[src/imgGeomPkg.sv]
package imgGeomPkg;

    // Address width of one image block
    localparam int ADDR_W = 10;

    // Pixel width
    localparam int PIX_W = 8;

    // Last address of a block, 1023
    localparam logic [ADDR_W-1:0] BLOCK_LAST = '1;

    // Edges from read address to output memory write:
    // memory read 1, branches 2, merge 1, write 1
    localparam int PROC_LATENCY = 5;

    // 1-2-1 weighted sum needs two guard bits
    localparam int SMOOTH_SUM_W = PIX_W + 2;

    // Signed difference of two pixels
    localparam int EDGE_DIFF_W = PIX_W + 1;

endpackage

[src/edgeBranch.sv]
`timescale 1ns/1ps

module edgeBranch (
    input  logic                         i_CLK,
    input  logic                         i_reset,
    input  logic                         i_clear,
    input  logic [imgGeomPkg::PIX_W-1:0] i_sample,
    output logic [imgGeomPkg::PIX_W-1:0] o_edge
);

    logic [imgGeomPkg::PIX_W-1:0] tapNear;
    logic [imgGeomPkg::PIX_W-1:0] tapFar;
    logic signed [imgGeomPkg::EDGE_DIFF_W-1:0] diffReg;
    logic [imgGeomPkg::EDGE_DIFF_W-1:0] diffMag;
    logic [imgGeomPkg::PIX_W-1:0] edgeReg;

    // Own copy of the window, cleared with the smoothing taps
    always_ff @(posedge i_CLK) begin
        if (i_reset || i_clear) begin
            tapNear <= '0;
            tapFar  <= '0;
        end else begin
            tapNear <= i_sample;
            tapFar  <= tapNear;
        end
    end

    // Stage 1: newest minus oldest
    always_ff @(posedge i_CLK) begin
        diffReg <= $signed({1'b0, i_sample}) - $signed({1'b0, tapFar});
    end

    // Magnitude fits back into a pixel
    always_comb begin
        diffMag = diffReg[imgGeomPkg::EDGE_DIFF_W-1] ? -diffReg : diffReg;
    end

    // Stage 2
    always_ff @(posedge i_CLK) begin
        edgeReg <= diffMag[imgGeomPkg::PIX_W-1:0];
    end

    assign o_edge = edgeReg;

endmodule

[config.mk]
export PLATFORM = sky130hd
export DESIGN_NAME = edgeBranch
export DESIGN_NICKNAME = d
export VERILOG_FILES = /design/src/imgGeomPkg.sv /design/src/edgeBranch.sv
export SDC_FILE = /design/constraint.sdc
export NUM_CORES = 1
export LEC_CHECK = 0
export ABC_AREA = 1
export BUFFER_PORTS_ARGS = -buffer_cell sky130_fd_sc_hd__clkbuf_2
export CAP_MARGIN = 20
export CORE_AREA = 8 8 64 66
export CTS_BUF_LIST = sky130_fd_sc_hd__clkbuf_2
export DETAILED_ROUTE_END_ITERATION = 10
export DIE_AREA = 0 0 72 74
export PLACE_DENSITY = 0.75
export SYNTH_ARGS = -nofsm -noshare
export SYNTH_HDL_FRONTEND = slang
export SYNTH_SLANG_ARGS = --single-unit
[constraint.sdc]
create_clock -name i_CLK -period 1.5 [get_ports i_CLK]
set_input_delay 0.075 -clock i_CLK [delete_from_list [all_inputs] [get_ports i_CLK]]
set_output_delay 0.075 -clock i_CLK [all_outputs]
set_load 0.02 [all_outputs]
==> summary.md <==
| Metric | Value |
|---|---|
| CTS Buf Count | `5` |
| Max-Cap Viols | `0` |
| Sequential share of the synthesized area | `0.446` |
| Largest net degree at the start of global routing | `12` |
| Die X | `72 um` |
| Syn nets | `about 200` |
| Final Skew | `15.8 ps` |
| Worst-Margin Slew | `slightly above 400 ps` |
| Syn avg cell area | `a little over 8 um2` |
| Fin Hold WS | `177 ps` |
| Synth warn | `0` |
| Worst path top cell family by delay | `buffers and inverters` |
| Startpoint types | `primary input` |
| Final period util | `0.951` |
| Sum Neg Setup Slack | `0 ps` |
| Slew Viols, Final | `0` |
| Filler cell count | `298` |
| Drt via density | `4.14` |
| Unique cell type count in the Yosys netlist | `19` |
| GRT overflow | `0` |
| P&R area growth vs syn | `17.0%` |
| Post-CTS setup buffers | `0` |
| Initial antenna violation count | `0` |
| CP bufs+invs | `3` |
| Max Fclk | `701 MHz` |
| Most frequent cells after synthesis | `inv_1 (43), dfxtp_1 (33), nand2_1 (33)` |
| Drt first pass iters | `2` |
| Dominant cells by area after synthesis | `dfxtp_1 (45%), inv_1 (11%), nand2_1 (8.4%)` |
| RePlAce Congestion | `0.741` |
| Crit path max-delay cell type | `dlygate4sd3_1` |
| Synth async-reset ratio | `0` |
| WS Path Type | `primary input to flop` |
| Post-Synthesis Cell Area | `1480 um2` |
| EDFF count, synth | `0` |
| CP max FO | `3` |
| Initial detailed-routing violation count | `46` |
| # nets final | `between 200 and 250` |
| RSZ-0062 raised after global routing | `false` |
| DP HPWL | `1670 um` |
| Initial core utilization | `0.466` |
| IO Pins | `19` |
| LEAKAGE | `0.000845 uW` |
| Share of post-route cells with drive strength above 1 | `0.178` |
| Synth Register Bits | `33` |
| Hold Crit Class | `primary input to flop` |
| Setup crit end kind | `flop` |
| WL final | `2270 um` |
| CTS tree | `yes` |
| Clock-pin transition on the worst setup and hold timing paths | `160 ps` |
| Clock sinks | `33` |
| FF-to-FF path depth | `6` |
| Power per Cell Area | `approximately 990 nW/um2` |
| Synth top area share | `0.446` |
| Drt drc | `0` |
| Most frequent cell after synthesis | `inv_1` |
| Die Height | `74 um` |
| Endpoints failing setup | `0` |
| Clock buffer depth | `2` |
| Vias in the first global route | `992` |
| Critical path depth in cells | `9` |
| Port Buffers | `18` |
| Std-Cell Rows | `21` |
| Global-route wire length before repair | `around 4000 um` |
| Area of the core | `roughly 3200 um2` |
| Slowest stage delay, CP | `520 ps` |
| Hold Crit Depth | `3` |
| Vias | `1,072` |
| Outcome | `finished, final reports clean` |
| Root buf cell | `clkbuf_2` |
| GRT Util Overall | `0.0978` |
| Final Hold Viols | `0` |
| Skew-Pair Late Insertion Delay | `360 ps` |
| Min Tclk post-route | `1430 ps` |
| Max VDD drop | `~0.00064 V` |
| CP Data Required Time | `1760 ps` |
| Slew headroom | `0.731` |
| Synth Flop Type | `dfxtp_1` |
| Routed Antenna Nets | `0` |
| Crit-path cells | `dlygate4sd3_1, clkbuf_2, inv_1, ha_1, fa_2, nor2_1, o21ai_0, nand3_1, nand2_1` |
| Post-Synthesis Cells | `between 150 and 200` |
| DR WL/cell | `8.75 um` |
| H-Tree Depth | `2` |
| Ant diodes | `0` |
| Arrival time worst endpoint | `1690 ps` |
| Die ar. | `5330 um2` |
| Biggest area consumer among synthesized cells | `dfxtp_1` |
[cells by family after synthesis]
| family | share of synthesized area |
|---|---|
| buf+inv | 0.135 |
| fa+ha+maj | 0.0895 |
| simple gates | 0.271 |
| xor+xnor | 0.0354 |
| flops | 0.446 |
| compound gates | 0.0236 |
[worst paths after layout]
| path | startpoint | endpoint | slack, ps |
|---|---|---|---|
| worst min-delay path | i_reset | tapNear[2] | 180 |
| worst max register to register | tapFar[0] | diffReg[6] | 130 |
| worst max-delay path | i_sample[0] | diffReg[6] | 70 |
| worst min register to register | diffReg[0] | o_edge[0] | 390 |
[registers in the layout (all words and copies together), names as in the netlist]
register / cells
diffReg: 9
o_edge: 8
tapFar: 8
tapNear: 8
[cells in the final DEF (no fill, tap or decap)]
master	n
or2_1	2
xor2_1	2
clkinvlp_4	1
nor2_4	10
nor3_1	1
xnor2_1	4
ha_1	9
dlygate4sd3_1	9
inv_1	43
nand4_1	2
o21ai_0	4
a21oi_1	3
nand2_1	33
fa_2	1
clkinv_2	2
nor2_1	18
dfxtp_1	33
nand3b_1	3
nand3_1	9
buf_4	1
clkbuf_2	23
[tightest hold or removal path: stages]
cell and delay [ps]:
clkbuf_2 70, or2_1 340, nor2_4 30
[power by group]
part	internal, uW	switching, uW
clock network	109	291
logic	135	195
registers	956	37.1
total	1200	523
[through the flow]
| stage | cells | utilization | power [uW] | setup slack [ps] | instance area, um2 |
|---|---|---|---|---|---|
| after detailed placement | 242 | 0.503 | 1330 | 81.4 | 1600 |
| final | 259 | 0.545 | 1720 | 73.6 | 1730 |
| after global placement | 242 | 0.503 | 1320 | 96.9 | 1600 |
| after CTS | 259 | 0.545 | 1750 | 33.4 | 1730 |
| after global routing | 259 | 0.545 | 1850 | 30.3 | 1730 |
| after floorplan | 180 | - | 1250 | 148 | 1480 |
[area by class of cell]
class | instances | area, um2 | area share
clock buffer | 5 | 25.0 | 0.0144
clock inverter | 3 | 17.5 | 0.0101
inverter | 43 | 161 | 0.0931
multi-input combinational | 101 | 624 | 0.360
sequential | 33 | 661 | 0.381
tap | 46 | 57.6 | 0.0332
timing repair buffer | 28 | 188 | 0.108
[routing by layer]
metal	track usage	part of all wire	routed length, um
met1	0.0939	0.46	1040
met2	0.169	0.47	1060
met3	0.0499	0.055	124
met4	0.0522	0.018	40
met5	0	0	0
[timing repair]
action / 4_1_cts / 5_1_grt
hold endpoints to repair: 8 / 0
endpoints found under the setup margin: 0 / 2
hold buffers: 9 / 0
gates resized for setup: 0 / 1
Power figures use the tool's default switching activity.
