===== src/imgCtrlPkg.sv =====
package imgCtrlPkg;

    // Sequencer states
    typedef enum logic [1:0] {
        // Load next block and unload previous results
        ST_IDLE    = 2'd0,
        // Reading the input memory, one address per cycle
        ST_PROCESS = 2'd1,
        // Waiting for the last writes to leave the pipeline
        ST_DRAIN   = 2'd2
    } seqState_t;

    // Filter opcodes, held constant from start pulse to end of process
    typedef enum logic [1:0] {
        // Raw sample
        OP_BYPASS  = 2'd0,
        // 1-2-1 smoothing
        OP_SMOOTH  = 2'd1,
        // Absolute difference over the window
        OP_EDGE    = 2'd2,
        // smooth plus edge, clipped at full scale
        OP_SHARPEN = 2'd3
    } filterOp_t;

endpackage


===== src/imgGeomPkg.sv =====
package imgGeomPkg;

    // Address width of one image block
    localparam int ADDR_W = 10;

    // Pixel width
    localparam int PIX_W = 8;

    // Last address of a block, 1023
    localparam logic [ADDR_W-1:0] BLOCK_LAST = '1;

    // Edges from read address to output memory write:
    // memory read 1, branches 2, merge 1, write 1
    localparam int PROC_LATENCY = 5;

    // 1-2-1 weighted sum needs two guard bits
    localparam int SMOOTH_SUM_W = PIX_W + 2;

    // Signed difference of two pixels
    localparam int EDGE_DIFF_W = PIX_W + 1;

endpackage


===== src/addrSequencer.sv =====
`timescale 1ns/1ps

module addrSequencer (
    input  logic                          i_CLK,
    input  logic                          i_reset,
    input  logic                          i_SoP,
    input  logic                          i_valid,
    output logic [imgGeomPkg::ADDR_W-1:0] o_readAdd,
    output logic [imgGeomPkg::ADDR_W-1:0] o_writeAdd,
    output logic                          o_writeEn,
    output logic                          o_procStart,
    output logic                          o_loadEn,
    output logic                          o_EoP,
    output logic                          o_changeBlock
);

    imgCtrlPkg::seqState_t state;

    logic [imgGeomPkg::ADDR_W-1:0] addrCount;
    // Tap k holds the counter from k cycles ago
    logic [imgGeomPkg::ADDR_W-1:0] addrDly [1:imgGeomPkg::PROC_LATENCY-1];
    logic [imgGeomPkg::PROC_LATENCY-1:1] validDly;
    logic endOfProcess;
    logic changeBlock;
    logic sopAccept;
    logic blockEnd;
    logic drainDone;

    // Start pulse only counts when idle
    assign sopAccept = i_SoP && (state == imgCtrlPkg::ST_IDLE);
    assign blockEnd  = (addrCount == imgGeomPkg::BLOCK_LAST);

    // Last sample in flight is being written and nothing follows it
    assign drainDone = validDly[imgGeomPkg::PROC_LATENCY-1] &&
                       (validDly[imgGeomPkg::PROC_LATENCY-2:1] == '0);

    always_ff @(posedge i_CLK) begin
        if (i_reset) begin
            state        <= imgCtrlPkg::ST_IDLE;
            addrCount    <= '0;
            endOfProcess <= 1'b0;
            changeBlock  <= 1'b0;
        end else begin
            changeBlock <= 1'b0;
            case (state)
                imgCtrlPkg::ST_IDLE: begin
                    if (sopAccept) begin
                        state        <= imgCtrlPkg::ST_PROCESS;
                        addrCount    <= '0;
                        endOfProcess <= 1'b0;
                    end else if (i_valid) begin
                        // Load and unload share the counter
                        if (blockEnd) begin
                            addrCount   <= '0;
                            changeBlock <= 1'b1;
                        end else begin
                            addrCount <= addrCount + 1'b1;
                        end
                    end
                end
                imgCtrlPkg::ST_PROCESS: begin
                    if (blockEnd) begin
                        addrCount <= '0;
                        state     <= imgCtrlPkg::ST_DRAIN;
                    end else begin
                        addrCount <= addrCount + 1'b1;
                    end
                end
                imgCtrlPkg::ST_DRAIN: begin
                    if (drainDone) begin
                        state        <= imgCtrlPkg::ST_IDLE;
                        endOfProcess <= 1'b1;
                    end
                end
                default: begin
                    state <= imgCtrlPkg::ST_IDLE;
                end
            endcase
        end
    end

    // The write edge itself is the last step of the address delay line
    always_ff @(posedge i_CLK) begin
        addrDly[1] <= addrCount;
        for (int k = 2; k < imgGeomPkg::PROC_LATENCY; k++) begin
            addrDly[k] <= addrDly[k-1];
        end
    end

    // Valid delay line marks which taps carry a processed sample
    always_ff @(posedge i_CLK) begin
        if (i_reset) begin
            validDly <= '0;
        end else begin
            validDly <= {validDly[imgGeomPkg::PROC_LATENCY-2:1],
                         state == imgCtrlPkg::ST_PROCESS};
        end
    end

    assign o_readAdd     = addrCount;
    assign o_writeAdd    = (state == imgCtrlPkg::ST_IDLE) ?
                           addrCount : addrDly[imgGeomPkg::PROC_LATENCY-1];
    assign o_writeEn     = validDly[imgGeomPkg::PROC_LATENCY-1];
    // High in the first processing cycle to line up with the first memory read
    assign o_procStart   = (state == imgCtrlPkg::ST_PROCESS) && (addrCount == '0);
    assign o_loadEn      = i_valid && (state == imgCtrlPkg::ST_IDLE);
    assign o_EoP         = endOfProcess;
    assign o_changeBlock = changeBlock;

    // Block change only follows a full load with the processing pipeline empty
    assert property (@(posedge i_CLK) disable iff (i_reset)
        $rose(o_changeBlock) |-> (state == imgCtrlPkg::ST_IDLE) && (validDly == '0))
        else $error("changeBlock rose outside of load/unload");

    // Pipeline writes are finished before returning to idle
    assert property (@(posedge i_CLK) disable iff (i_reset)
        (state == imgCtrlPkg::ST_IDLE) |-> !o_writeEn)
        else $error("processing write enable active while idle");

endmodule


===== config.mk =====
export PLATFORM = sky130hd
export DESIGN_NAME = addrSequencer
export DESIGN_NICKNAME = d
export VERILOG_FILES = /design/src/imgCtrlPkg.sv /design/src/imgGeomPkg.sv /design/src/addrSequencer.sv
export SDC_FILE = /design/constraint.sdc
export NUM_CORES = 1
export LEC_CHECK = 0
export ABC_AREA = 1
export BUFFER_PORTS_ARGS = -buffer_cell sky130_fd_sc_hd__buf_2
export CAP_MARGIN = 20
export CORE_ASPECT_RATIO = 0.7
export CORE_MARGIN = 1.5
export CORE_UTILIZATION = 30
export DETAILED_ROUTE_END_ITERATION = 7
export GPL_ROUTABILITY_DRIVEN = 0
export PLACE_DENSITY = 0.5
export SLEW_MARGIN = 20
export SYNTH_ARGS = -nofsm -noshare
export SYNTH_HDL_FRONTEND = slang
export SYNTH_SLANG_ARGS = --single-unit

===== constraint.sdc =====
create_clock -name i_CLK -period 3 [get_ports i_CLK]
set_input_delay 0.6 -clock i_CLK [delete_from_list [all_inputs] [get_ports i_CLK]]
set_output_delay 0.6 -clock i_CLK [all_outputs]
set_load 0.01 [all_outputs]

==> metrics.cfg <==
[worst_setup_path]
worstSetupEndpointType = output port
reg2reg_from = state[1]
start_kind = flop
arrival_ns = 1.69
reg2reg_depth = 6
path_class = flop to output port
reg2reg_to = state[1]
required_ns = 2.40
worstPathMaxFanout = 23
rrSetupSlack_ns = 1.44

[timing]
period_minus_slack_ns = 2.29
relSlewSlack_pct = 56.9
final.setup_skew_ns = 0.00965
tightest_slew_ns = 0.646
period_share_pct = 76.5
fmaxAchievable_mhz = 436
setup_viol = 0
hold_violations = 0
rsz0062_at_grt = no
finalMaxSlewViolations = 0
fin_setup_tns_ns = 0

[drt]
wl_per_cell_um = 11.3
vias = 1316
drc = 0
viasPerCell = 4.29
wirelength_um = 3480
drtIter0Drc = 51
firstDrtPassIters = 4
postRouteAntennaNets = 0

[synthesis]
syn_inst = 191
seq_area_frac_synth_pct = 63.2
synthesis.nets = 197
ys_ff_latch = 58
ys_types = 27
postSynthAreaPerCell_um2 = 9.62
syn-cell-area_um2 = 1840
yosysWarnings = 0

[floorplanning]
boundaryPins = 29
core_um2 = 5810
dieArea_um2 = 6610
dieWidth_um = 96.6
initial_utilization_pct = 31.6
die_y_um = 68.5
rows = 23

[worst_hold_path]
min_from = addrDly[0][32]
hold_path_end = addrDly[0][42]
min_path_type = flop to flop
hold_path_depth = 0

[cts]
clockBufferDepth = 2
cts_tree = done
hold_buffers = 0
clk-insertion-delay-late_ns = 0.34
numCtsBuffers = 9
path_clk_slew_ns = 0.07
post-cts-setup-buffer-count = 0
cts_sinks = 58
cts_resized = 0
cts_max_level = 3
cts_root_buf = clkbuf_8

[power_and_ir_drop]
swShare_pct = 22.0
combinationalPowerShare_pct = 4.3
seqPwrFrac_pct = 49.2
p_leak_nw = 0.987
internal_power_mw = 1.26
vdd_ir_drop_max_mv = 0.338
finalPower_mw = 1.61
switchingPower_uw = 354
p_clk_share_pct = 46.5
power_density_nw_per_um2 = 711

[global_routing]
grt_pass1_wl_um = 5500
antenna_found_initial = 0
grt_pass1_vias = 1179
grt_overflow = 0
grt_usage_pct = 12.0
grt_max_degree = 24

[layout]
diodes = 0
area_growth_pct = 23.3
drive_gt1_share_pct = 25.0
layout_common_cells = dfxtp_1, nand2_1, buf_2, inv_1, nor2_1
layout_commonest_cell = dfxtp_1
fin_nets = 233

[outcome]
status = finished clean

[place]
port_buffers = 28
dp.final_hpwl_um = 2450

[flow_run]
cap_violations = 0

==> critical path, cell delays in order (launching register included) <==
cell     delay (ns)
dfxtp_1        0.45
nor2_4         0.06
inv_1          0.48
nand2_1        0.09
o21ai_0        0.10
buf_2          0.17
==> how the worst max path moves through the flow <==
stage / start / cells past startpoint / slack [ns] / end
2_1_floorplan: state[0] / 4 / 1.39 / o_writeAdd[0]
3_3_place_gp: state[1] / 4 / 1.05 / o_writeAdd[1]
3_5_place_dp: state[1] / 5 / 1.04 / o_writeAdd[1]
4_1_cts: state[1] / 5 / 0.66 / o_writeAdd[1]
5_1_grt: state[1] / 5 / 0.48 / o_writeAdd[5]
6_report: state[1] / 5 / 0.71 / o_writeAdd[1]
==> sequential cells by signal, indices dropped and copies added, names as in the netlist <==
register       cells
addrDly           40
o_EoP              1
o_changeBlock      1
o_readAdd         10
state              2
validDly           4
==> cell usage after synthesis <==
master,instances,area [um^2]
nand3_2,2,20.0
dfxtp_1,58,1160
nand2_4,2,22.5
xor2_1,2,17.5
nor3_1,4,20.0
nor3_2,2,20.0
or2_1,1,6.26
a21oi_1,7,35.0
nor2_4,2,22.5
nor2_1,18,67.6
nand3_1,7,35.0
and3_4,1,11.3
clkbuf_1,1,3.75
nor4_1,1,6.26
ha_1,2,25.0
and2_1,1,6.26
buf_6,1,11.3
nand2_2,2,12.5
inv_1,23,86.3
inv_2,1,3.75
o21ai_2,1,8.76
buf_2,1,5.00
nor3b_2,1,12.5
clkinv_1,1,3.75
o21ai_0,14,70.1
nand4_1,5,31.3
nand2_1,30,113
==> power by group through the flow <==
stage	clock (mW)	sequential [mW]	combinational, mW
3_3_place_gp	0	0.810	0.0693
6_report	0.749	0.793	0.0692
5_1_grt	0.804	0.795	0.0770
3_5_place_dp	0	0.810	0.0694
4_1_cts	0.770	0.793	0.0698
2_1_floorplan	0	0.810	0.0467
==> stage by stage <==
| step | hold slack, ns | setup slack (ns) | std cells | utilization [%] | cell area (um^2) |
|---|---|---|---|---|---|
| after global routing | 0.331 | 0.479 | 307 | 39.0 | 2270 |
| final | 0.319 | 0.706 | 307 | 39.0 | 2270 |
| after detailed placement | 0.312 | 1.04 | 291 | 35.3 | 2050 |
| after floorplan | 0.310 | 1.39 | 191 | - | 1840 |
| after CTS | 0.325 | 0.657 | 307 | 39.0 | 2270 |
| after global placement | 0.310 | 1.05 | 291 | 35.3 | 2050 |
==> kinds of logic (layout without fill, tap and decap cells) <==
family,after synthesis,after routing,share of synthesized area (%)
buf+inv,28,69,6.19
simple gates,79,79,22.1
fa+ha+maj,2,2,1.36
xor+xnor,2,2,0.953
flops,58,58,63.2
compound gates,22,22,6.19
==> layout make-up <==
cell class	instances	area, um^2
clock buffers	12	165
repair buffers	28	140
well taps	75	93.8
fillers	602	3550
inverters	25	93.8
flip-flops and latches	58	1160
clock inverters	4	48.8
multi-input cells	105	563
==> metal layers <==
metal / vias to the layer above / wire length [um] / GRT usage (%)
met5: - / 0 / 0
met4: 0 / 80 / 7.07
met3: 11 / 242 / 6.47
met2: 31 / 1260 / 14.9
met1: 592 / 1900 / 15.8
li1: 682 / - / -
No activity file was read; power rests on OpenSTA's default activity.
