$ cat src/imgCtrlPkg.sv
package imgCtrlPkg;

    // Sequencer states
    typedef enum logic [1:0] {
        // Load next block and unload previous results
        ST_IDLE    = 2'd0,
        // Reading the input memory, one address per cycle
        ST_PROCESS = 2'd1,
        // Waiting for the last writes to leave the pipeline
        ST_DRAIN   = 2'd2
    } seqState_t;

    // Filter opcodes, held constant from start pulse to end of process
    typedef enum logic [1:0] {
        // Raw sample
        OP_BYPASS  = 2'd0,
        // 1-2-1 smoothing
        OP_SMOOTH  = 2'd1,
        // Absolute difference over the window
        OP_EDGE    = 2'd2,
        // smooth plus edge, clipped at full scale
        OP_SHARPEN = 2'd3
    } filterOp_t;

endpackage

$ cat src/imgGeomPkg.sv
package imgGeomPkg;

    // Address width of one image block
    localparam int ADDR_W = 10;

    // Pixel width
    localparam int PIX_W = 8;

    // Last address of a block, 1023
    localparam logic [ADDR_W-1:0] BLOCK_LAST = '1;

    // Edges from read address to output memory write:
    // memory read 1, branches 2, merge 1, write 1
    localparam int PROC_LATENCY = 5;

    // 1-2-1 weighted sum needs two guard bits
    localparam int SMOOTH_SUM_W = PIX_W + 2;

    // Signed difference of two pixels
    localparam int EDGE_DIFF_W = PIX_W + 1;

endpackage

$ cat src/branchMerge.sv
`timescale 1ns/1ps

module branchMerge (
    input  logic                         i_CLK,
    input  logic                         i_reset,
    input  imgCtrlPkg::filterOp_t        i_op,
    input  logic [imgGeomPkg::PIX_W-1:0] i_smooth,
    input  logic [imgGeomPkg::PIX_W-1:0] i_edge,
    input  logic [imgGeomPkg::PIX_W-1:0] i_raw,
    output logic [imgGeomPkg::PIX_W-1:0] o_result
);

    // One carry bit for the sharpen sum
    logic [imgGeomPkg::PIX_W:0] sharpSum;
    logic [imgGeomPkg::PIX_W-1:0] nextResult;
    logic [imgGeomPkg::PIX_W-1:0] resultReg;

    always_comb begin
        sharpSum = {1'b0, i_smooth} + {1'b0, i_edge};
        case (i_op)
            imgCtrlPkg::OP_BYPASS: begin
                nextResult = i_raw;
            end
            imgCtrlPkg::OP_SMOOTH: begin
                nextResult = i_smooth;
            end
            imgCtrlPkg::OP_EDGE: begin
                nextResult = i_edge;
            end
            imgCtrlPkg::OP_SHARPEN: begin
                // Clip at 255 on carry out
                if (sharpSum[imgGeomPkg::PIX_W]) begin
                    nextResult = '1;
                end else begin
                    nextResult = sharpSum[imgGeomPkg::PIX_W-1:0];
                end
            end
            default: begin
                nextResult = i_raw;
            end
        endcase
    end

    always_ff @(posedge i_CLK) begin
        if (i_reset) begin
            resultReg <= '0;
        end else begin
            resultReg <= nextResult;
        end
    end

    assign o_result = resultReg;

    // Opcode comes straight from the host pins
    assert property (@(posedge i_CLK) disable iff (i_reset) !$isunknown(i_op))
        else $error("filter opcode is unknown");

endmodule

$ cat config.mk
export PLATFORM = sky130hd
export DESIGN_NAME = branchMerge
export DESIGN_NICKNAME = d
export VERILOG_FILES = /design/src/imgCtrlPkg.sv /design/src/imgGeomPkg.sv /design/src/branchMerge.sv
export SDC_FILE = /design/constraint.sdc
export NUM_CORES = 1
export LEC_CHECK = 0
export BUFFER_PORTS_ARGS = -buffer_cell sky130_fd_sc_hd__buf_2
export CAP_MARGIN = 20
export CORE_ASPECT_RATIO = 1.2
export CORE_MARGIN = 1.5
export CORE_UTILIZATION = 25
export DETAILED_ROUTE_END_ITERATION = 7
export GPL_TIMING_DRIVEN = 0
export PLACE_DENSITY = 0.47
export SYNTH_ARGS = -nofsm -noshare
export SYNTH_HDL_FRONTEND = slang
export SYNTH_SLANG_ARGS = --single-unit
export TNS_END_PERCENT = 30
$ cat constraint.sdc
create_clock -name i_CLK -period 2.6 [get_ports i_CLK]
set_input_delay 0.39 -clock i_CLK [delete_from_list [all_inputs] [get_ports i_CLK]]
set_output_delay 0.39 -clock i_CLK [all_outputs]
set_load 0.03 [all_outputs]
==> results of run 1 <==
## metal layers
metal	wire, um	vias up
met2	1240	19
li1	-	513
met1	1230	441
met4	64	0
met3	54	5
met5	0	-
## cell type report
class                      count  area [um^2]  area share
timing repair buffer          33          165       0.147
tap                           37         46.3      0.0411
sequential                     8          160       0.142
inverter                       3         11.3     0.00999
multi-input combinational    103          681       0.604
clock buffer                   3         41.3      0.0366
buffer                         6         22.5      0.0200
## final timing paths
kind	from	endpoint	slack [ns]	depth (start not counted)
max	i_smooth[0]	o_result[4]	0.44	8
min	i_raw[2]	o_result[2]	0.55	4
## cells by family (layout without fill, tap and decap cells)
| kind of cell | after synthesis | in the layout | share of synthesized area |
|---|---|---|---|
| buffers and inverters | 9 | 45 | 0.0386 |
| XOR/XNOR | 4 | 4 | 0.0401 |
| flip-flops | 8 | 8 | 0.183 |
| AO/OA/AOI/OAI | 35 | 35 | 0.279 |
| adder cells (fa/ha/maj) | 9 | 9 | 0.137 |
| AND/OR/NAND/NOR | 55 | 55 | 0.322 |
## placed cells by master (no fill, tap or decap), drive strengths merged, types with 2 or more instances in the layout
cell type	instances
ha	8
xor2	2
inv	3
nand2	2
dfxtp	8
clkbuf	8
a21o	2
nand2b	7
buf	34
nor2b	9
nor3	14
a21oi	10
a31oi	2
xnor2	2
o22ai	6
o21ai	6
nor2	17
a2111oi	2
o31a	3
## tightest hold or removal path, cell delays in order
cell	delay, ns
buf_2	0.09
nor2_1	0.08
o31a_1	0.12
nor3_1	0.05
## per-stage QoR
stage               instance area [um^2]  power, mW  hold WS, ns  utilization  setup WS [ns]
floorplan                            875      0.289        0.629            -          0.576
global placement                    1090      0.350        0.781        0.325          0.245
detailed placement                  1090      0.353        0.783        0.325          0.216
CTS                                 1130      0.509        0.545        0.338          0.452
global route                        1130      0.535        0.555        0.338          0.360
finish                              1130      0.503        0.545        0.338          0.435
## power groups by stage
stage	clock network, mW	registers [mW]	logic [mW]
detailed placement	0	0.140	0.213
floorplan	0	0.167	0.122
CTS	0.157	0.138	0.214
global route	0.161	0.139	0.235
finish	0.151	0.138	0.214
global placement	0	0.140	0.211
==> run_results.csv, run 1 <==
group,metric,value,unit
die,start_util,0.262,
synthesis,syn_nets,157,
sta,finalMaxSlewViolations,0,
worst_setup_path,path_cells,"buf_2, ha_1, fa_1, a21o_1, a221oi_2, o21ai_2, nor3_1, nor3_1",
synthesis,synth-seq-cells,8,
synthesis,synthTopCellsByCount,"17 x nor2_1, 14 x nor3_1, 9 x a21oi_1, 9 x nor2b_1",
synthesis,synth.avg_cell_area,7.29,um^2
worst_setup_path,startpoint_type,"input pin",
outcome,status,"finished, final reports clean",
clock_network,cts-root-buf,"clkbuf_8",
sta,tightest_slew,0.517,ns
clock_network,h-tree-depth,1,
placed_design,dp_hpwl,2070,um
route,drtAntennaViolNets,0,
layout,syn2layout_area_growth,28.9,%
worst_setup_path,critPathMaxFanout,6,
worst_setup_path,arrival,2.25,ns
power,p_switching,180,uW
layout,largest_register_ffs,8,
placed_design,dp_cells,190,
global_route,grt_pass1_vias,907,
sta,rsz0062_at_grt,"false",
route,routed_via_density,5.07,
layout,layout-drive-gt1-share,0.263,
worst_setup_path,endpoint_kind,"flip-flop",
clock_network,numCtsBuffers,3,
synthesis,synth_top_area_frac,0.183,
clock_network,clk_path_buf_depth,2,
sta,fmax,462,MHz
global_route,antenna_found_initial,0,
placed_design,numPortBuffers,33,
worst_setup_path,path_delay_family,"compound AO/OA/AOI/OAI gates",
sta,setup_viol_count_final,0,
clock_network,cts_num_sinks,8,
route,wl_per_cell,13.4,um
route,dr.pass1.iters,4,
layout,diodes,0,
power,switching_share,0.359,
layout,fillers,365,
power,p_clk_frac,0.300,
worst_setup_path,cpPeakStageDelay,0.40,ns
synthesis,synth-async-reset-ratio,0,
sta,finalCritPeriodShare,0.833,
die,pin_count,36,
global_route,grt_max_degree,11,
worst_setup_path,cp_num_buf_inv,1,
global_route,overflow,0,
clock_network,clkSlewWorstSetupHoldPaths,0.04,ns
clock_network,cts_hold_buffers,0,
synthesis,syn_area,875,um^2
job,cap_violations,0,
die,rows,23,
synthesis,synth.most_common_cell,"nor2_1",
synthesis,yosysUniqueCellTypes,32,
synthesis,synth_edf_count,0,
worst_hold_path,hp-class,"in2reg",
global_route,track_usage,0.137,
power,power_density,446,mW/mm^2
worst_setup_path,crit_type,"in2reg",
power,internal_power,322,uW
synthesis,yosys.area.top_type,"dfxtp_1",
power,comb_power_share,0.425,
synthesis,ys_seq_area_frac,0.183,
clock_network,cts_tree,"built",
worst_setup_path,critPathMostFrequentCell,"nor3_1",
route,routed_wirelength,2580,um
synthesis,syn_inst,120,
global_route,use_met3,0.00766,
worst_setup_path,cp.required,2.69,ns
synthesis,synth_area_leaders,"dfxtp_1 18%, ha_1 11%, nor3_1 8.0%",
global_route,grt_pass1_wl,4110,um
power,p_seq_frac,0.274,
die,fp.dieH,67.8,um
clock_network,post_cts_resized,0,
synthesis,synth_warnings,0,
power,p_leak,0.505,nW
sta,final.setup.tns,0,ns
power,peakVddDrop,0.308,mV
layout,finalNetCount,195,
route,drc,0,
worst_setup_path,slowest_stage,"fa_1",
route,dr_total_vias,978,
global_route,busiest_layer,"met2",
route,drtIter0Drc,16,
clock_network,cts_setup_buffers,0,
global_route,use_met2,0.237,
placed_design,place_congestion,0.805,
sta,layout_min_cycle_time,2.16,ns
sta,hold_viol,0,
synthesis,synth_flop_cell,"dfxtp_1",
die,dieArea,0.00386,mm^2
die,die_w,57.0,um
sta,relSlewSlack,0.655,
global_route,met1_usage,0.173,
die,core,0.00334,mm^2
layout,layout.cells.non_filler,193,
No activity file was read; power rests on OpenSTA's default activity.
==> run 2: changes to the inputs <==
--- a/config.mk
+++ b/config.mk
@@ -12,7 +12,7 @@
 export CORE_UTILIZATION = 25
 export DETAILED_ROUTE_END_ITERATION = 7
 export GPL_TIMING_DRIVEN = 0
-export PLACE_DENSITY = 0.47
+export PLACE_DENSITY = 0.49
 export SYNTH_ARGS = -nofsm -noshare
 export SYNTH_HDL_FRONTEND = slang
 export SYNTH_SLANG_ARGS = --single-unit
==> constraint.sdc (replaced) <==
create_clock -name i_CLK -period 1.84 [get_ports i_CLK]
set_input_delay 0.276 -clock i_CLK [delete_from_list [all_inputs] [get_ports i_CLK]]
set_output_delay 0.276 -clock i_CLK [all_outputs]
set_load 0.03 [all_outputs]
==> run_results.csv, run 2 (synthesis results as in run 1) <==
group,metric,value,unit
route,routed_via_density,5.20,
layout,layout-drive-gt1-share,0.306,
sta,fmax,559,MHz
die,die_w,57.0,um
worst_setup_path,critPathMostFrequentCell,"nor3_1",
placed_design,dp_hpwl,2060,um
power,power,740,uW
die,start_util,0.262,
clock_network,h-tree-depth,1,
worst_setup_path,slowest_stage,"fa_2",
layout,final_common_cell,"buf_2",
clock_network,cts_tree,"built",
worst_setup_path,startpoint_type,"input pin",
sta,setup_viol_count_final,0,
global_route,grt_pass1_vias,967,
layout,diodes,0,
route,dr_total_vias,1008,
worst_setup_path,endpoint_kind,"flip-flop",
placed_design,place_area,0.00109,mm^2
route,maxUsedRoutingLayer,"met4",
sta,hold_ws,0.430,ns
route,drtAntennaViolNets,0,
layout,final_area,0.00120,mm^2
placed_design,place_ws,-0.343,ns
die,fp.dieH,67.8,um
worst_setup_path,crit_type,"in2reg",
route,dr.pass1.iters,4,
clock_network,numCtsBuffers,3,
sta,layout_min_cycle_time,1.79,ns
layout,syn2layout_area_growth,37.5,%
job,cap_violations,0,
route,drtIter0Drc,13,
sta,relSlewSlack,0.682,
global_route,track_usage,0.134,
worst_setup_path,critPathMaxFanout,3,
die,dieArea,0.00386,mm^2
layout,final_cell_mix,"31 x buf_2, 17 x nor2_1, 10 x nor3_1",
clock_network,clkSlewWorstSetupHoldPaths,0.04,ns
placed_design,dp_cells,190,
layout,layout.cells.non_filler,194,
layout,fillers,384,
power,peakVddDrop,0.319,mV
clock_network,cts-root-buf,"clkbuf_8",
route,drc,0,
sta,finalMaxSlewViolations,0,
global_route,grt_pass1_wl,4080,um
die,rows,23,
worst_hold_path,worstHoldStart,"i_raw[1]",
worst_hold_path,hp-class,"in2reg",
die,core,0.00334,mm^2
route,dr_wl_met3,92,um
worst_hold_path,holdPathEnd,"o_result[1]",
clock_network,clk_path_buf_depth,2,
worst_setup_path,path_cells,"buf_6, ha_4, fa_2, a21o_1, a221oi_4, buf_4, xnor2_1, nor3_1, nor3_1",
power,p_leak,0.519,nW
clock_network,cts_hold_buffers,0,
global_route,antenna_found_initial,0,
power,power_density,615,mW/mm^2
sta,hold_viol,0,
worst_setup_path,cp.required,1.93,ns
placed_design,numPortBuffers,33,
placed_design,place_congestion,0.802,
sta,tightest_slew,0.477,ns
layout,utilization,0.360,
outcome,status,"finished, final reports clean",
worst_hold_path,hold_path_depth,4,
route,wl_met2,1340,um
sta,finalCritPeriodShare,0.973,
route,route.layer.met1.wl,1170,um
layout,finalNetCount,196,
clock_network,cts_num_sinks,8,
worst_setup_path,arrival,1.89,ns
global_route,overflow,0,
layout,largest_register_ffs,8,
sta,rsz0062_at_grt,"true",
route,wl_per_cell,13.5,um
route,routed_wirelength,2630,um
sta,final.setup.tns,0,ns
worst_setup_path,cpPeakStageDelay,0.36,ns
die,pin_count,36,
sta,worst_slack,0.0498,ns
global_route,grt_max_degree,11,
[run 2: cell count changes in the layout (fill, tap and decap cells not counted), sizes merged]
cell  previous run  this run
buf             34        35
[run 2: cell type report]
| class | count | area [um^2] | share of cell area |
|---|---|---|---|
| Buffer | 6 | 22.5 | 0.0187 |
| Sequential cell | 8 | 160 | 0.133 |
| Clock buffer | 3 | 41.3 | 0.0343 |
| Tap cell | 37 | 46.3 | 0.0385 |
| Timing Repair Buffer | 34 | 185 | 0.154 |
| Inverter | 3 | 11.3 | 0.00937 |
| Multi-Input combinational cell | 103 | 736 | 0.612 |
[run 2: worst max-delay path by stage]
stage,endpoint,from,depth (start not counted),slack (ns)
6_report,o_result[6],i_smooth[0],9,0.05
4_1_cts,o_result[4],i_smooth[0],8,-0.005
2_1_floorplan,o_result[3],i_smooth[0],7,-0.01
5_1_grt,o_result[6],i_smooth[0],9,-0.04
3_5_place_dp,o_result[1],i_smooth[0],8,-0.34
3_3_place_gp,o_result[4],i_smooth[0],8,-0.33
[run 2: where the power goes]
part | switching [mW] | internal [mW]
combinational | 0.194 | 0.139
sequential | 0.00289 | 0.192
clock | 0.0704 | 0.142
[run 2: what timing repair did]
action,in CTS,in global routing
endpoints found under the setup margin,6,8
resized for setup,3,11
buffers inserted,0,1
pin swaps,2,8
[run 2: worst max-delay path, delay by kind of cell]
| family | cells | cell delay [ns] |
|---|---|---|
| AOI/OAI and AO/OA | 2 | 0.57 |
| adders and majority gates | 2 | 0.52 |
| buffers and inverters | 2 | 0.27 |
| and+or+nand+nor | 2 | 0.19 |
| xor gates and xnor gates | 1 | 0.05 |
[run 2: per-layer routing]
| metal | vias to the layer above | track usage |
|---|---|---|
| li1 | 517 | - |
| met1 | 468 | 0.166 |
| met2 | 21 | 0.243 |
| met3 | 2 | 0.0115 |
| met4 | 0 | 0.0436 |
| met5 | - | 0 |
