===== config.mk =====
export PLATFORM = sky130hd
export DESIGN_NAME = smoothBranch
export DESIGN_NICKNAME = d
export VERILOG_FILES = /design/src/imgGeomPkg.sv /design/src/smoothBranch.sv
export SDC_FILE = /design/constraint.sdc
export NUM_CORES = 1
export LEC_CHECK = 0
export BUFFER_PORTS_ARGS = -buffer_cell sky130_fd_sc_hd__buf_4
export CORE_ASPECT_RATIO = 0.6
export CORE_MARGIN = 8
export CORE_UTILIZATION = 40
export CTS_BUF_LIST = sky130_fd_sc_hd__clkbuf_2
export DETAILED_ROUTE_END_ITERATION = 10
export PLACE_DENSITY = 0.63
export SKIP_CTS_REPAIR_TIMING = 1
export SLEW_MARGIN = 10
export SYNTH_ARGS = -nofsm -noshare
export SYNTH_HDL_FRONTEND = slang
export SYNTH_SLANG_ARGS = --single-unit

===== constraint.sdc =====
create_clock -name i_CLK -period 3.2 [get_ports i_CLK]
set_clock_uncertainty 0.15 [all_clocks]
set_input_delay 0.48 -clock i_CLK [delete_from_list [all_inputs] [get_ports i_CLK]]
set_output_delay 0.48 -clock i_CLK [all_outputs]
set_load 0.005 [all_outputs]

===== src/imgGeomPkg.sv =====
package imgGeomPkg;

    // Address width of one image block
    localparam int ADDR_W = 10;

    // Pixel width
    localparam int PIX_W = 8;

    // Last address of a block, 1023
    localparam logic [ADDR_W-1:0] BLOCK_LAST = '1;

    // Edges from read address to output memory write:
    // memory read 1, branches 2, merge 1, write 1
    localparam int PROC_LATENCY = 5;

    // 1-2-1 weighted sum needs two guard bits
    localparam int SMOOTH_SUM_W = PIX_W + 2;

    // Signed difference of two pixels
    localparam int EDGE_DIFF_W = PIX_W + 1;

endpackage


===== src/smoothBranch.sv =====
`timescale 1ns/1ps

module smoothBranch (
    input  logic                         i_CLK,
    input  logic                         i_reset,
    input  logic                         i_clear,
    input  logic [imgGeomPkg::PIX_W-1:0] i_sample,
    output logic [imgGeomPkg::PIX_W-1:0] o_smooth,
    output logic [imgGeomPkg::PIX_W-1:0] o_raw
);

    // x[a-1] and x[a-2]
    logic [imgGeomPkg::PIX_W-1:0] tapNear;
    logic [imgGeomPkg::PIX_W-1:0] tapFar;
    logic [imgGeomPkg::SMOOTH_SUM_W-1:0] weightSum;
    logic [imgGeomPkg::PIX_W-1:0] rawDly;
    logic [imgGeomPkg::PIX_W-1:0] smoothReg;
    logic [imgGeomPkg::PIX_W-1:0] rawReg;

    // History starts from zero at every block
    always_ff @(posedge i_CLK) begin
        if (i_reset || i_clear) begin
            tapNear <= '0;
            tapFar  <= '0;
        end else begin
            tapNear <= i_sample;
            tapFar  <= tapNear;
        end
    end

    // Stage 1: weighted sum x[a-2] + 2x[a-1] + x[a]
    always_ff @(posedge i_CLK) begin
        weightSum <= {2'b00, tapFar} + {1'b0, tapNear, 1'b0} + {2'b00, i_sample};
        rawDly    <= i_sample;
    end

    // Stage 2: divide by four, raw sample kept in step
    always_ff @(posedge i_CLK) begin
        smoothReg <= weightSum[imgGeomPkg::SMOOTH_SUM_W-1:2];
        rawReg    <= rawDly;
    end

    assign o_smooth = smoothReg;
    assign o_raw    = rawReg;

endmodule

==> results of run 1 <==
## area by class of cell
type	instances	area, um2
well taps	47	58.8
clock buffers	6	30.0
flip-flops and latches	48	961
inverters	5	18.8
clock inverters	2	35.0
repair buffers	33	265
multi-input cells	61	544
fillers	325	1750
## power breakdown
group,internal (W),total [W],leakage (nW),switching (W)
clock,0.000134,0.000313,0.0430,0.000179
combinational,0.0000704,0.000125,0.458,0.0000549
sequential,0.000647,0.000660,0.400,0.0000131
## cell families (layout without fill, tap and decap cells)
group | after synthesis | after routing | share of synthesized area (%)
AO/OA/AOI/OAI | 13 | 13 | 6.55
XOR/XNOR | 5 | 5 | 2.87
adder cells (fa/ha/maj) | 15 | 15 | 16.2
buffers and inverters | 6 | 46 | 1.47
flip-flops | 48 | 48 | 62.9
AND/OR/NAND/NOR | 28 | 28 | 9.99
## metrics by stage
| stage | utilization, % | instance area, um2 | hold WS, ns | std cells | total power, W |
|---|---|---|---|---|---|
| floorplan | - | 1530 | 0.160 | 115 | 0.000727 |
| global placement | 48.6 | 1780 | 0.160 | 187 | 0.000787 |
| detailed placement | 48.6 | 1780 | 0.162 | 187 | 0.000793 |
| CTS | 50.4 | 1840 | 0.00644 | 195 | 0.00111 |
| global route | 52.3 | 1910 | 0.00250 | 202 | 0.00116 |
| finish | 52.3 | 1910 | 0.0523 | 202 | 0.00110 |
## sequential cells by signal (all words and copies together), names as in the netlist
| name | count |
|---|---|
| o_raw | 8 |
| tapFar | 8 |
| tapNear | 8 |
| rawDly | 8 |
| weightSum | 8 |
| o_smooth | 8 |
## synthesized netlist by cell type (all sizes together) (2+ instances only)
cell type,count
a21o,2
ha,7
a21oi,2
and2,14
inv,5
xnor2,4
dfxtp,48
o21a,3
nand2,2
nor2,7
fa,8
nor3,3
## final timing paths
check / depth (start not counted) / from / end / slack, ns
worst max-delay path: 10 / i_sample[1] / weightSum[7]$_DFF_P_ / 0.34
worst min-delay path: 1 / i_sample[7] / rawDly[7]$_DFF_P_ / 0.05
worst max register to register: 8 / tapNear[0]$_SDFF_PP0_ / weightSum[7]$_DFF_P_ / 0.74
worst min register to register: 0 / weightSum[6]$_DFF_P_ / o_smooth[4]$_DFF_P_ / 0.19
## metal layers
metal | vias to the layer above | part of all wire, %
met3 | 9 | 9.5
li1 | 452 | -
met4 | 0 | 2.0
met1 | 428 | 46
met5 | - | 0
met2 | 30 | 42
==> metrics.txt, run 1 <==
status=finished, final reports clean; vias per inst=4.55; Die X=95.8 um; Post-synth EDFFs=0; Worst slew margin=49.3%; Setup crit start kind=input pin; DPL Wire Length=2.07 mm; CP dominant cell by count=fa_1; chip height=63.9 um; area grow syn2layout=25.2%; Largest stage delay, worst path=0.55 ns; worst setup path category=input pin to flop; Final min period=2.86 ns; initial antenna violation count=0; Final Setup Violations=0; Placer Congestion=0.745; Max-Cap Viols=0; Peak Freq=0.349 GHz; Routed WL=2.72 mm; slowest CP cell=fa_1; share of layout cells above drive strength 1=22.6%; final routed DRC violation total=0; crit path max fanout=3; Initial Util=41.8%; worst-margin pin slew=0.758 ns; clock-pin slew on the worst setup and hold paths=0.22 ns; leading area contributor after synthesis=dfxtp_1; Pleak=0.901 nW; Ys Warns=0; Worst EP required=3.36 ns; global routing usage on met2=14.1%; TritonRoute pass-1 iters=4; most frequent cells in the layout=48 x dfxtp_1, 26 x buf_4, 14 x and2_1, 8 x fa_1; post-detailed-route wirelength per cell=13.5 um; commonest non-fill, non-tap cell in the layout=dfxtp_1; Fin Setup TNS=0 ns; DP Worst Slack=0.445 ns; Cells after Synth=115; post-synthesis sequential area ratio=62.9%; Detailed Route Iter0 Violations=28; syn avg cell area=13.3 um2; Cell variety after synth=22; Largest delay share family, worst path=adder cells; clock sink count=48; Hold WC Path Type=input pin to flop; Slew Limit Fails=0; worst-path cell chain=dlygate4sd3_1 > buf_4 > inv_1 > fa_1 > nor2_1 > fa_1 > a21o_1 > a21oi_1 > a2bb2oi_1 > a22oi_1; met1 GRT Util=11.0%; largest net degree at the start of global routing=15; asr flop ratio synth=0%; first-pass GRT wire length=4.41 mm; Tot GR Track Use=9.48%; worst-case clock buffer depth=2; mapped cell area=1530 um2; setup ws final=0.335 ns; Final #Nets=180; antenna diode count=0; CTS tree=yes; Crit path arrival time=3.03 ns; met3 Resource Use GR=5.24%; Post-DRT Antenna Nets=0; worst vdd ir=0.000307 V; row count=17; Port-buffer cells=26; CP Buf/Inv Count=3; vias=919; vias in the first global route=976; H-tree Lvls=2; Synth Net Count=141; root buf cell=clkbuf_2; P per Cell Area=574 nW/um2; Synth top area share=62.9%; core area=3660 um2; Die ar.=6120 um2; Skew-Pair Late Insertion Delay=0.40 ns; CTS Buf Count=5; gr ovfl total=0; grt peak-use layer=met2; Yosys reg bits=48; RSZ-0062 raised after global routing=no; endpoint class of the critical path=flop; commonest register cell after synthesis=dfxtp_1; Synth area leaders=dfxtp_1 63%, fa_1 10%, and2_1 5.7%; num ports=27; final hold violations=0; period utilization=89.5%
Note: power is estimated with default switching activity, not from simulation.
==> run 2, diff against run 1 <==
Settings changed: CORE_ASPECT_RATIO 0.6 to 2.
==> run 2 against run 1 <==
Final cell count shrank 0.50%; first-iteration DRC count shrank 86%; critical path type unchanged; cell area fell by 3.4%.
==> metrics.txt, run 2 (synthesized netlist as in run 1, its figures left out) <==
clock-pin slew on the worst setup and hold paths=0.19 ns; worst-margin pin slew=0.668 ns; clock sink count=48; final routed DRC violation total=0; chip height=103 um; Final min period=2.82 ns; RSZ-0062 raised after global routing=no; Worst slew margin=55.3%; Tot GR Track Use=7.77%; Slew Limit Fails=0; endpoint class of the critical path=flop; Worst EP required=3.35 ns; Layout Cells excl Fill=201; P per Cell Area=535 nW/um2; TritonRoute pass-1 iters=2; Peak Freq=0.354 GHz; gr ovfl total=0; share of layout cells above drive strength 1=22.7%; post-detailed-route wirelength per cell=10.7 um; Die X=59.7 um; Skew-Pair Late Insertion Delay=0.40 ns; DPL Wire Length=1.72 mm; Placer Congestion=0.730; final hold violations=0; Pleak=0.870 nW; num ports=27; Hold WC Path Type=input pin to flop; Max-Cap Viols=0; worst-case clock buffer depth=2; Final #Nets=176; Post-DRT Antenna Nets=0; vias per inst=4.38; root buf cell=clkbuf_2; Fin Setup TNS=0 ns; Die ar.=6170 um2; period utilization=88.2%; Detailed Route Iter0 Violations=4; largest net degree at the start of global routing=15; Setup crit start kind=input pin; worst vdd ir=0.000326 V; initial antenna violation count=0; placed cell count=191; worst setup path category=input pin to flop; Port-buffer cells=26; vias=881; CTS tree=yes; status=finished, final reports clean; first-pass GRT wire length=3.56 mm; vias in the first global route=868; Final Setup Violations=0; area grow syn2layout=21.0%; Routed WL=2.16 mm; Crit path arrival time=2.97 ns; row count=32; H-tree Lvls=2; most frequent cells in the layout=48 x dfxtp_1, 26 x buf_4, 14 x and2_1, 8 x fa_1; internal reg-to-reg setup slack=0.76 ns; crit path max fanout=3; antenna diode count=0; Initial Util=40.6%; core area=3760 um2; commonest non-fill, non-tap cell in the layout=dfxtp_1; CTS Buf Count=5
[run 2: cell types whose count changed in the layout (fill, tap and decap cells not counted)]
cell	change
dlygate4sd3_1	-4
bufinv_16	-1
[run 2: power breakdown]
group	internal, W	switching (W)	total, W
combinational	0.0000660	0.0000485	0.000115
sequential	0.000646	0.0000121	0.000658
clock	0.0000522	0.000163	0.000215
[run 2: per-stage QoR]
step                      setup slack, ns  hold WS (ns)  area, um2  power (W)  util, %
after floorplan                     0.729         0.160       1530   0.000727        -
after global placement              0.543         0.161       1780   0.000785     47.4
after detailed placement            0.477         0.164       1780   0.000786     47.4
after CTS                           0.751       0.00672       1820    0.00101     48.3
after global routing                0.300       0.00658       1850    0.00105     49.1
final                               0.376        0.0592       1850   0.000988     49.1
[run 2: cell type report]
class,count,area [um2]
clock buffer,6,30.0
clock inverter,1,5.00
fill,402,1920
inverter,5,18.8
multi-input combinational,61,544
sequential,48,961
tap,51,63.8
timing repair buffer,29,225
[run 2: layer usage]
metal  vias to the layer above  share of wire [%]  GRT usage [%]
li1                        441                  -              -
met1                       411                 41           7.59
met2                        24                 49           12.4
met3                         5                7.6           4.09
met4                         0                2.6           5.00
met5                         -                  0              0
[run 2: worst max-delay path: stages]
cell           delay [ns]
dlygate4sd3_1        0.53
buf_4                0.10
inv_1                0.06
fa_1                 0.55
nor2_1               0.06
fa_1                 0.40
a21o_1               0.19
a21oi_1              0.25
a2bb2oi_1            0.26
a22oi_1              0.09
[run 2: final timing paths]
path / start / endpoint / cells past startpoint
setup / recovery: i_sample[1] / weightSum[7]$_DFF_P_ / 10
hold / removal: i_sample[6] / rawDly[6]$_DFF_P_ / 1
setup reg to reg: tapNear[0]$_SDFF_PP0_ / weightSum[7]$_DFF_P_ / 8
hold reg to reg: weightSum[6]$_DFF_P_ / o_smooth[4]$_DFF_P_ / 0
==> run 3, diff against run 2 <==
Settings changed: PLACE_DENSITY 0.63 to 0.71.
==> run 3 against run 2 <==
Combinational power increased by 5%; final cell count grew 3.0%; cell area grew 4.2%; non-clock buffer count up 5; setup slack gained 0.027 ns; maximum frequency rose by 0.95%; count of clock-buffer cells in the layout fell by 1; critical path depth unchanged; die area is the same; global-route usage rose by 0.78 points; clock power is 39% higher.
==> metrics.txt, run 3 (synthesized netlist as in run 1, its figures left out) <==
DPL Wire Length=1.78 mm; worst vdd ir=0.000421 V; Comb pwr share=11.2%; final routed DRC violation total=0; TritonRoute pass-1 iters=2; Hold WC Path Type=input pin to flop; Max-Cap Viols=0; Die X=59.7 um; row count=32; Pleak=0.900 nW; worst-case clock buffer depth=2; met1 GRT Util=7.52%; status=finished, final reports clean; vias=900; Initial Util=40.6%; number of fill cells in the layout=354; Post-DRT Antenna Nets=0; num ports=27; Worst EP required=3.37 ns; Fin Setup TNS=0 ns; Detailed Route Iter0 Violations=6; Die ar.=6170 um2; crit path max fanout=3; Tot GR Track Use=8.54%; first-pass GRT wire length=3.80 mm; core area=3760 um2; post-detailed-route wirelength per cell=11.1 um; commonest non-fill, non-tap cell in the layout=dfxtp_1; period utilization=87.4%; Clock Power Share=27.7%; grt peak-use layer=met2; Placer Congestion=0.721; net load switching power=0.000234 W; vias per inst=4.35; share of layout cells above drive strength 1=21.2%; final hold violations=0; Peak Freq=0.357 GHz; Sw Share=21.7%; vias in the first global route=875; CTS tree=yes; Crit path arrival time=2.96 ns; Skew-Pair Late Insertion Delay=0.41 ns; Worst slew margin=57.8%; Final Setup Violations=0; Min Hold Slack=0.0786 ns; Int Pwr=0.000844 W; global routing usage on met2=14.5%; most frequent cells in the layout=48 x dfxtp_1, 26 x buf_4, 14 x and2_1, 8 x fa_1, 8 x dlygate4sd3_1; worst setup path category=input pin to flop; Setup crit start kind=input pin; chip height=103 um; initial antenna violation count=0; Final min period=2.80 ns; root buf cell=clkbuf_2; P per Cell Area=560 nW/um2; endpoint class of the critical path=flop; Slew Limit Fails=0; Port-buffer cells=26; Routed WL=2.30 mm; CTS Buf Count=5; area grow syn2layout=26.0%; Final #Nets=181; clock sink count=48; clock-pin slew on the worst setup and hold paths=0.21 ns; worst-margin pin slew=0.631 ns; RSZ-0062 raised after global routing=no; largest net degree at the start of global routing=15; met3 Resource Use GR=3.84%; antenna diode count=0; H-tree Lvls=2; Reg power frac=61.1%; gr ovfl total=0
-- run 3: per-layer routing --
metal,wire length (um),vias up
met5,0,-
met4,68,0
met3,182,5
met2,1190,25
met1,854,418
li1,-,452
-- run 3: power by group through the flow --
stage / Clock [W] / Combinational [W] / Sequential (W)
2_1_floorplan: 0 / 0.0000545 / 0.000673
3_3_place_gp: 0 / 0.000113 / 0.000671
3_5_place_dp: 0 / 0.000116 / 0.000672
4_1_cts: 0.000314 / 0.000117 / 0.000660
5_1_grt: 0.000335 / 0.000135 / 0.000667
6_report: 0.000299 / 0.000121 / 0.000658
-- run 3: cell type report --
class                      instances  area, um2  area share [%]
sequential                        48        961            49.9
clock buffer                       5       25.0            1.30
inverter                           5       18.8           0.975
timing repair buffer              34        275            14.3
tap                               51       63.8            3.31
clock inverter                     3       37.5            1.95
multi-input combinational         61        544            28.3
-- run 3: path summary, 6_finish.rpt --
path | cells after the start | slack [ns] | start | endpoint
worst max-delay path | 10 | 0.40 | i_sample[1] | weightSum[7]$_DFF_P_
worst max register to register | 8 | 0.80 | tapNear[0]$_SDFF_PP0_ | weightSum[7]$_DFF_P_
worst min-delay path | 2 | 0.08 | i_reset | tapFar[0]$_SDFF_PP0_
worst min register to register | 0 | 0.19 | weightSum[5]$_DFF_P_ | o_smooth[3]$_DFF_P_
-- run 3: critical path, stage by stage --
cell,delay [ns]
dlygate4sd3_1,0.53
buf_4,0.10
inv_1,0.05
fa_1,0.55
nor2_1,0.06
fa_1,0.39
a21o_1,0.19
a21oi_1,0.26
a2bb2oi_1,0.25
a22oi_1,0.10
-- run 3: per-stage QoR --
step | instance area (um2) | total power (W) | cells | utilization [%] | worst slack (ns)
after floorplan | 1530 | 0.000727 | 115 | - | 0.729
after global placement | 1780 | 0.000784 | 191 | 47.4 | 0.549
after detailed placement | 1780 | 0.000787 | 191 | 47.4 | 0.502
after CTS | 1850 | 0.00109 | 199 | 49.0 | 0.810
after global routing | 1930 | 0.00114 | 207 | 51.2 | 0.282
final | 1930 | 0.00108 | 207 | 51.2 | 0.403
